## src/include/lb_slave_config.svh

```systemverilog
//--------------------------------------------------------------------------
// Local-bus slave build constants
// LED counter width, configuration default and identification words
//--------------------------------------------------------------------------

`ifndef LB_SLAVE_CONFIG_SVH
`define LB_SLAVE_CONFIG_SVH

// LED counter width
// PWM period and uptime step are both 2**LED_CW cycles
`define LED_CW 10

// Miscellaneous configuration after reset
`define MISC_CONFIG_DEFAULT 8'h0c

// Identification string "Hello world!(::)", four ASCII words
`define ID_WORD_0 32'h48656c6c
`define ID_WORD_1 32'h6f20776f
`define ID_WORD_2 32'h726c6421
`define ID_WORD_3 32'h283a3a29

`endif

```

## src/verilog/lb_bus_pkg.sv

```systemverilog
//--------------------------------------------------------------------------
// Local-bus types
// Address, data word and region selector of the host bus
//--------------------------------------------------------------------------

package lb_bus_pkg;

	// Full host address
	typedef logic [23:0] lb_addr_t;

	// Read and write data word
	typedef logic [31:0] lb_data_t;

	// Upper address byte, picks the region
	typedef logic [7:0] lb_region_t;

endpackage

```

## src/verilog/lb_regs_pkg.sv

```systemverilog
//--------------------------------------------------------------------------
// Register content types
// Widths of the LED, counter, configuration and mirror fields
//--------------------------------------------------------------------------

package lb_regs_pkg;

	// LED duty factor, scaled by four against the LED counter
	typedef logic [7:0] pwm_duty_t;

	// Packet category and per-category count
	typedef logic [3:0] pkt_cat_t;
	typedef logic [19:0] pkt_count_t;

	// Miscellaneous configuration byte
	typedef logic [7:0] misc_cfg_t;

	// Word address into the write mirror
	typedef logic [4:0] mirror_addr_t;

	// Cross-domain fault count
	typedef logic [15:0] fault_count_t;

endpackage

```

## src/verilog/lb_pkt_counters.sv

```systemverilog
`timescale 1ns/100ps
//--------------------------------------------------------------------------
// Packet-category counters
// One wrapping counter per category, a shared clear and a registered read
//--------------------------------------------------------------------------

module lb_pkt_counters (
	input  logic                    clk,
	input  logic                    rst_n,
	input  logic                    inc,
	input  lb_regs_pkg::pkt_cat_t   inc_cat,
	input  logic                    clear,
	input  lb_regs_pkg::pkt_cat_t   read_cat,
	output lb_regs_pkg::pkt_count_t read_data
);
	import lb_regs_pkg::*;

	localparam int NCAT = 2 ** $bits(pkt_cat_t);

	pkt_count_t count [NCAT];

	// Clear has priority over a count in the same cycle
	always_ff @(posedge clk or negedge rst_n) begin
		if (!rst_n) begin
			for (int i = 0; i < NCAT; i++) begin
				count[i] <= '0;
			end
		end else if (clear) begin
			for (int i = 0; i < NCAT; i++) begin
				count[i] <= '0;
			end
		end else if (inc) begin
			count[inc_cat] <= count[inc_cat] + 1'b1;
		end
	end

	// Read port, lines up with read stage one
	always_ff @(posedge clk or negedge rst_n) begin
		if (!rst_n) begin
			read_data <= '0;
		end else begin
			read_data <= count[read_cat];
		end
	end

endmodule

```

## src/verilog/lb_mirror_ram.sv

```systemverilog
`timescale 1ns/100ps
//--------------------------------------------------------------------------
// Write mirror memory
// Simple dual-port RAM, one word per local register, registered read
//--------------------------------------------------------------------------

module lb_mirror_ram (
	input  logic                      clk,
	input  logic                      wen,
	input  lb_regs_pkg::mirror_addr_t waddr,
	input  lb_bus_pkg::lb_data_t      wdata,
	input  lb_regs_pkg::mirror_addr_t raddr,
	output lb_bus_pkg::lb_data_t      rdata
);
	import lb_bus_pkg::*;
	import lb_regs_pkg::*;

	localparam int DEPTH = 2 ** $bits(mirror_addr_t);

	lb_data_t mem [DEPTH];

	// Read before write on a shared address
	always_ff @(posedge clk) begin
		if (wen) begin
			mem[waddr] <= wdata;
		end
		rdata <= mem[raddr];
	end

endmodule

```

## src/verilog/lb_led_pwm.sv

```systemverilog
`timescale 1ns/100ps
//--------------------------------------------------------------------------
// LED PWM
// Free-running counter, two duty comparators and a once-per-period tick
//--------------------------------------------------------------------------

`include "lb_slave_config.svh"

module lb_led_pwm (
	input  logic                   clk,
	input  logic                   rst_n,
	input  lb_regs_pkg::pwm_duty_t duty_1,
	input  lb_regs_pkg::pwm_duty_t duty_2,
	output logic                   led1,
	output logic                   led2,
	output logic                   tick
);

	logic [`LED_CW-1:0] led_cc;
	logic               wrap;

	// Counter sits at all ones in the last cycle of a period
	assign wrap = &led_cc;

	always_ff @(posedge clk or negedge rst_n) begin
		if (!rst_n) begin
			led_cc <= '0;
			tick   <= 1'b0;
		end else begin
			led_cc <= led_cc + 1'b1;
			tick   <= wrap;
		end
	end

	//----------------------------------------------------------------------
	// Comparators
	//----------------------------------------------------------------------

	// High for four times the duty counts per period
	always_ff @(posedge clk or negedge rst_n) begin
		if (!rst_n) begin
			led1 <= 1'b0;
			led2 <= 1'b0;
		end else begin
			led1 <= led_cc < {duty_1, 2'b00};
			led2 <= led_cc < {duty_2, 2'b00};
		end
	end

endmodule

```

## src/verilog/lb_marble_slave.sv

```systemverilog
`timescale 1ns/100ps
//--------------------------------------------------------------------------
// Local-bus register slave
// Status bank, packet counters, write mirror and LED registers behind
// a fixed two-cycle read pipeline
//--------------------------------------------------------------------------

`include "lb_slave_config.svh"

module lb_marble_slave (
	input  logic                   clk,
	input  logic                   rst_n,
	input  lb_bus_pkg::lb_addr_t   addr,
	input  logic                   control_strobe,
	input  logic                   control_rd,
	input  lb_bus_pkg::lb_data_t   data_out,
	output lb_bus_pkg::lb_data_t   data_in,
	input  logic                   xdomain_fault,
	input  logic                   pkt_inc,
	input  lb_regs_pkg::pkt_cat_t  pkt_cat,
	input  logic [1:0]             rx_buf_status,
	output logic [1:0]             led_user_mode,
	output logic                   led1,
	output logic                   led2,
	output lb_regs_pkg::misc_cfg_t cfg_out
);
	import lb_bus_pkg::*;
	import lb_regs_pkg::*;

	localparam lb_region_t REGION_BANK  = 8'h00;
	localparam lb_region_t REGION_COUNT = 8'h04;
	localparam lb_region_t REGION_LOCAL = 8'h05;

	logic         do_rd;
	logic         local_write;
	mirror_addr_t reg_sel;

	logic [1:0]   led_user_r;
	pwm_duty_t    led_1_df;
	pwm_duty_t    led_2_df;
	misc_cfg_t    misc_cfg;
	logic         cnt_clear;

	fault_count_t fault_count;
	lb_data_t     uptime;
	logic         led_tick;
	logic [1:0]   rx_status_r;

	logic         do_rd_r;
	lb_addr_t     addr_r;
	lb_region_t   region_r;
	lb_data_t     bank_word;
	pkt_count_t   pkt_count;
	lb_data_t     mirror_word;

	assign do_rd       = control_strobe & control_rd;
	assign local_write = control_strobe & ~control_rd & (addr[23:16] == REGION_LOCAL);
	assign reg_sel     = addr[4:0];

	//----------------------------------------------------------------------
	// Local writes
	//----------------------------------------------------------------------

	always_ff @(posedge clk or negedge rst_n) begin
		if (!rst_n) begin
			led_user_r <= '0;
			led_1_df   <= '0;
			led_2_df   <= '0;
			misc_cfg   <= `MISC_CONFIG_DEFAULT;
		end else if (local_write) begin
			case (reg_sel)
				5'd1: led_user_r <= data_out[1:0];
				5'd2: led_1_df   <= data_out[7:0];
				5'd3: led_2_df   <= data_out[7:0];
				5'd8: misc_cfg   <= data_out[7:0];
				default: ;
			endcase
		end
	end

	// Counter clear, one cycle after the write
	always_ff @(posedge clk or negedge rst_n) begin
		if (!rst_n) begin
			cnt_clear <= 1'b0;
		end else begin
			cnt_clear <= local_write & (reg_sel == 5'd4);
		end
	end

	assign led_user_mode = led_user_r;
	assign cfg_out       = misc_cfg;

	//----------------------------------------------------------------------
	// Status sources
	//----------------------------------------------------------------------

	// Uptime steps once per LED period
	always_ff @(posedge clk or negedge rst_n) begin
		if (!rst_n) begin
			fault_count <= '0;
			uptime      <= '0;
			rx_status_r <= '0;
		end else begin
			if (xdomain_fault) begin
				fault_count <= fault_count + 1'b1;
			end
			if (led_tick) begin
				uptime <= uptime + 1'b1;
			end
			rx_status_r <= rx_buf_status;
		end
	end

	lb_pkt_counters u_pkt_counters (
		.clk       (clk),
		.rst_n     (rst_n),
		.inc       (pkt_inc),
		.inc_cat   (pkt_cat),
		.clear     (cnt_clear),
		.read_cat  (addr[3:0]),
		.read_data (pkt_count)
	);

	// Every local write lands in the mirror as well
	lb_mirror_ram u_mirror_ram (
		.clk   (clk),
		.wen   (local_write),
		.waddr (reg_sel),
		.wdata (data_out),
		.raddr (reg_sel),
		.rdata (mirror_word)
	);

	lb_led_pwm u_led_pwm (
		.clk    (clk),
		.rst_n  (rst_n),
		.duty_1 (led_1_df),
		.duty_2 (led_2_df),
		.led1   (led1),
		.led2   (led2),
		.tick   (led_tick)
	);

	//----------------------------------------------------------------------
	// Read stage one
	//----------------------------------------------------------------------

	always_ff @(posedge clk or negedge rst_n) begin
		if (!rst_n) begin
			do_rd_r <= 1'b0;
		end else begin
			do_rd_r <= do_rd;
		end
	end

	always_ff @(posedge clk) begin
		addr_r <= addr;
		if (do_rd) begin
			case (addr[3:0])
				4'h0: bank_word <= `ID_WORD_0;
				4'h1: bank_word <= `ID_WORD_1;
				4'h2: bank_word <= `ID_WORD_2;
				4'h3: bank_word <= `ID_WORD_3;
				4'h4: bank_word <= lb_data_t'(fault_count);
				4'h5: bank_word <= uptime;
				4'h6: bank_word <= lb_data_t'(rx_status_r);
				4'h7: bank_word <= lb_data_t'(misc_cfg);
				// "zzzz" marks an unused bank slot
				default: bank_word <= 32'h7a7a7a7a;
			endcase
		end
	end

	//----------------------------------------------------------------------
	// Read stage two
	//----------------------------------------------------------------------

	assign region_r = addr_r[23:16];

	always_ff @(posedge clk or negedge rst_n) begin
		if (!rst_n) begin
			data_in <= '0;
		end else if (do_rd_r) begin
			if (region_r == REGION_BANK && addr_r[7:4] == 4'h0) begin
				data_in <= bank_word;
			end else if (region_r == REGION_COUNT && addr_r[15:12] == 4'h1) begin
				data_in <= lb_data_t'(pkt_count);
			end else if (region_r == REGION_LOCAL) begin
				data_in <= mirror_word;
			end else begin
				data_in <= 32'hdeadbeef;
			end
		end
	end

endmodule

```

## src/verilog/lb_subsys_top.sv

```systemverilog
`timescale 1ns/100ps
//--------------------------------------------------------------------------
// Local-bus subsystem top
// Wraps the register slave behind a fixed port boundary
//--------------------------------------------------------------------------

module lb_subsys_top (
	input  logic                   clk,
	input  logic                   rst_n,
	input  lb_bus_pkg::lb_addr_t   addr,
	input  logic                   control_strobe,
	input  logic                   control_rd,
	input  lb_bus_pkg::lb_data_t   data_out,
	output lb_bus_pkg::lb_data_t   data_in,
	input  logic                   xdomain_fault,
	input  logic                   pkt_inc,
	input  lb_regs_pkg::pkt_cat_t  pkt_cat,
	input  logic [1:0]             rx_buf_status,
	output logic [1:0]             led_user_mode,
	output logic                   led1,
	output logic                   led2,
	output lb_regs_pkg::misc_cfg_t cfg_out
);

	lb_marble_slave u_slave (
		.clk            (clk),
		.rst_n          (rst_n),
		.addr           (addr),
		.control_strobe (control_strobe),
		.control_rd     (control_rd),
		.data_out       (data_out),
		.data_in        (data_in),
		.xdomain_fault  (xdomain_fault),
		.pkt_inc        (pkt_inc),
		.pkt_cat        (pkt_cat),
		.rx_buf_status  (rx_buf_status),
		.led_user_mode  (led_user_mode),
		.led1           (led1),
		.led2           (led2),
		.cfg_out        (cfg_out)
	);

endmodule

```

## config.mk

```make
export PLATFORM = sky130hd
export DESIGN_NAME = lb_subsys_top
export DESIGN_NICKNAME = d
export VERILOG_FILES = /design/src/verilog/lb_bus_pkg.sv /design/src/verilog/lb_regs_pkg.sv /design/src/verilog/lb_pkt_counters.sv /design/src/verilog/lb_mirror_ram.sv /design/src/verilog/lb_led_pwm.sv /design/src/verilog/lb_marble_slave.sv /design/src/verilog/lb_subsys_top.sv
export VERILOG_INCLUDE_DIRS = /design/src /design/src/include
export SDC_FILE = /design/constraint.sdc
export NUM_CORES = 2
export LEC_CHECK = 0
export BUFFER_PORTS_ARGS = -buffer_cell sky130_fd_sc_hd__buf_2
export CAP_MARGIN = 20
export CORE_MARGIN = 3
export CORE_UTILIZATION = 56
export DETAILED_ROUTE_END_ITERATION = 10
export PLACE_DENSITY = 0.69
export SYNTH_ARGS = -nofsm -noshare
export SYNTH_HDL_FRONTEND = slang
export SYNTH_SLANG_ARGS = --single-unit
```

## constraint.sdc

```tcl
create_clock -name clk -period 4.5 [get_ports clk]
set_input_delay 0.9 -clock clk [delete_from_list [all_inputs] [get_ports clk]]
set_output_delay 0.9 -clock clk [all_outputs]
set_load 0.01 [all_outputs]
```

==> impl_metrics.env <==
export IMPL_status="finished clean"
export IMPL_antenna_found_initial=8
export IMPL_intPower_w=0.0237
export IMPL_syn_to_final_growth_pct=13.2
export IMPL_ys_ff_latch=1567
export IMPL_ff2ff_path_depth=9
export IMPL_grt_usage=0.288
export IMPL_period_minus_slack_ps=3430
export IMPL_async_flop_share=0.295
export IMPL_worstReg2RegEnd="u_slave.u_pkt_counters.count[218]$_DFFE_PN0P_"
export IMPL_vdd_drop_max_mv=0.365
export IMPL_final_period_utilization=0.761
export IMPL_p_comb_frac=0.060
export IMPL_final_seq_area_um2=44300
export IMPL_synth_ff_type="edfxtp_1"
export IMPL_ys_top_cells_by_area="edfxtp_1, dfrtp_1, mux4_2"
export IMPL_drc_errors=0
export IMPL_htreeDepth=4
export IMPL_fin_cells=5450
export IMPL_design_core_area_um2=113000
export IMPL_yosys_area_share_adder=0.00351
export IMPL_wl_met3_mm=17.1
export IMPL_startpoint="pkt_cat[0]"
export IMPL_finalWeightedCongestion=0.842
export IMPL_antenna_left=0
export IMPL_grt_max_degree=107
export IMPL_crit_path_end="u_slave.u_pkt_counters.count[218]$_DFFE_PN0P_"
export IMPL_synth_warnings=0
export IMPL_fin_skew_ps=29.8
export IMPL_rows=123
export IMPL_synth_compound_gate_area_share=0.0467
export IMPL_cp_max_fo=40
export IMPL_rsz0062_at_grt="false"
export IMPL_slew_violations=0
export IMPL_yosysTopAreaCell="edfxtp_1"
export IMPL_clkSinkCount=1567
export IMPL_grt_overflow_total=0
export IMPL_numCtsBuffers=158
export IMPL_drive_gt1_frac=0.279
export IMPL_stdcell_area_um2=72700
export IMPL_yosysUniqueCellTypes=71
export IMPL_drt_pre_antenna_iters=5
export IMPL_fillers=7748
export IMPL_synth_simple_area_share=0.0421
export IMPL_netSwitchingFraction=0.221
export IMPL_yosysSeqAreaShare=0.689
export IMPL_setup_viol=0
export IMPL_port_buffers=107
export IMPL_cts_tree="built"
export IMPL_synth_edf_count=1056
export IMPL_place_area_um2=67600
export IMPL_grt_pass1_vias=35600
export IMPL_die_h_um=345
export IMPL_wl_met2_mm=75.7
export IMPL_dp_hpwl_mm=98.5
export IMPL_cts_setup_buffers=0
export IMPL_wire_per_inst_um=30.7
export IMPL_timing_final_ws_setup_ps=1070
export IMPL_syn_inst=3616
export IMPL_dieWidth_um=345
export IMPL_cts_hold_buf=0
export IMPL_drt_iter0_drc=4836
export IMPL_cts_repair_resize_count=0
export IMPL_cp_required_ps=5080
export IMPL_r2r_start="u_slave.u_pkt_counters.count[121]$_DFFE_PN0P_"
export IMPL_synth_avg_cell_area_um2=17.8
export IMPL_dpl_cell_count=5152
export IMPL_worst_slew_pin_slew_ps=1230
export IMPL_insertion_delay_ps=760
export IMPL_m1WireLength_mm=69.9
export IMPL_p_switching_w=0.00672
export IMPL_vias_per_cell=6.63
export IMPL_clock_path_buffers=3
export IMPL_finalWirelength_mm=168
export IMPL_critPathCaptureType="flip-flop"
export IMPL_synth_xor_xnor_area_share=0.0104
export IMPL_min_path_type="in -> async"
export IMPL_synth_cell_area_um2=64200
export IMPL_num_vias=36100
export IMPL_multi_input_area_um2=19100
export IMPL_place_ws_ps=234
export IMPL_synth_fp_nets=3702
export IMPL_cap_violations=0
export IMPL_start_util=0.568
export IMPL_synth_top_family_by_area="multiplexers"
export IMPL_reg2reg_slack_ps=1460
export IMPL_clock_power_share=0.418
export IMPL_clkTransAtPathRegs_ps=60
export IMPL_synthMuxAreaShare=0.189
export IMPL_powerDensity_nw_per_um2=419
export IMPL_dieArea_um2=119000
export IMPL_hold_violations=0
export IMPL_crit_type="in -> reg"
export IMPL_timing_fmax_ghz=0.292
export IMPL_worstPathArrival_ps=4010
export IMPL_top_layer="met5"
export IMPL_io_pins=112
export IMPL_slew_limit_headroom=0.176
export IMPL_synth_top_area_frac=0.494
export IMPL_p_seq_frac=0.522
export IMPL_fin_nets=3900
export IMPL_p_leak_nw=26.1
export IMPL_startpoint_type="input pin"
export IMPL_mostFrequentLayoutCell="edfxtp_1"
export IMPL_grt_first_pass_wirelength_mm=246
export IMPL_finalSetupTns_ps=0
export IMPL_cts_root_buffer="clkbuf_16"
export IMPL_mostFrequentLayoutCells="edfxtp_1, mux4_2, dfrtp_1"
how the worst min path moves through the flow:
| stage | slack [ps] | to | depth (start not counted) |
|---|---|---|---|
| floorplan | 430 | u_slave.uptime[31]$_DFFE_PN0P_ | 1 |
| global placement | 450 | u_slave.uptime[31]$_DFFE_PN0P_ | 1 |
| detailed placement | 450 | u_slave.uptime[31]$_DFFE_PN0P_ | 1 |
| CTS | 210 | u_slave.addr_r[15]$_DFF_P_ | 1 |
| global route | 220 | u_slave.addr_r[15]$_DFF_P_ | 1 |
| finish | 250 | u_slave.u_pkt_counters.count[121]$_DFFE_PN0P_ | 1 |
routing by layer:
| metal | vias to the layer above | GRT usage |
|---|---|---|
| li1 | 14800 | - |
| met1 | 19100 | 0.444 |
| met2 | 1970 | 0.417 |
| met3 | 272 | 0.0665 |
| met4 | 6 | 0.0840 |
| met5 | - | 0 |
registers in the layout (all words and copies together) (netlist names), 10 cells and up:
name and count:
u_slave.u_pkt_counters.count 320, u_slave.data_in 32, u_slave.u_mirror_ram.rdata 32, u_slave.bank_word 32
u_slave.addr_r 16, u_slave.fault_count 16, u_slave.u_mirror_ram.mem 1024, u_slave.u_pkt_counters.read_data 20
u_slave.uptime 32, u_slave.u_led_pwm.led_cc 10
per-stage QoR:
| stage | total power (W) | util | hold slack (ps) |
|---|---|---|---|
| final | 0.0305 | 0.643 | 251 |
| after global routing | 0.0314 | 0.643 | 219 |
| after CTS | 0.0307 | 0.642 | 208 |
| after detailed placement | 0.0180 | 0.598 | 449 |
| after global placement | 0.0180 | 0.598 | 451 |
| after floorplan | 0.0172 | - | 434 |
worst max-delay path: stages:
cell and delay (ps):
buf_4 460, buf_12 360, mux4_2 560, a22o_1 260, a221oi_2 220, nand4b_1 260
nor3_2 100, xnor2_2 570, o21ai_0 230
power by group through the flow:
stage               Combinational (W)  Clock [W]  Sequential (W)
floorplan                     0.00112          0          0.0161
global placement              0.00180          0          0.0162
detailed placement            0.00182          0          0.0162
CTS                           0.00183     0.0129          0.0159
global route                  0.00195     0.0135          0.0159
finish                        0.00182     0.0127          0.0159
layout make-up:
cell class                      instances  share of cell area
Sequential cell                      1567               0.609
Multi-Input combinational cell       1766               0.263
Clock buffer                          219              0.0601
Timing Repair Buffer                  273              0.0303
Tap cell                             1500              0.0258
Clock inverter                         74             0.00904
Inverter                               48             0.00258
Antenna cell                            3            0.000103
cells by family after synthesis:
family          count (synthesis)
mux                           564
flops                        1567
buf+inv                       283
simple gates                  618
xor+xnor                       72
compound gates                494
fa+ha+maj                      18
synthesized netlist by cell type (4+ instances only):
cell / count
edfxtp_1: 1056
mux4_2: 469
dfrtp_1: 461
nand2_1: 375
o21ai_0: 265
clkbuf_1: 149
nor2_1: 99
buf_1: 50
a22o_1: 49
dfxtp_1: 48
xnor2_1: 47
inv_1: 46
mux2_2: 46
a22oi_1: 41
mux4_1: 35
a21oi_1: 32
nand3_1: 31
nor3_1: 26
o21ai_1: 26
o221ai_1: 24
and3_1: 20
xor2_1: 20
buf_2: 18
ha_1: 18
o22ai_1: 17
a21o_1: 14
mux2i_1: 14
nand4_1: 12
o21ai_2: 10
nand2b_1: 7
nand3b_1: 7
buf_6: 6
nor2b_1: 6
buf_12: 5
nor4_1: 5
a41oi_1: 4
buf_4: 4
nand2_2: 4
(Power assumes the default switching activity.)
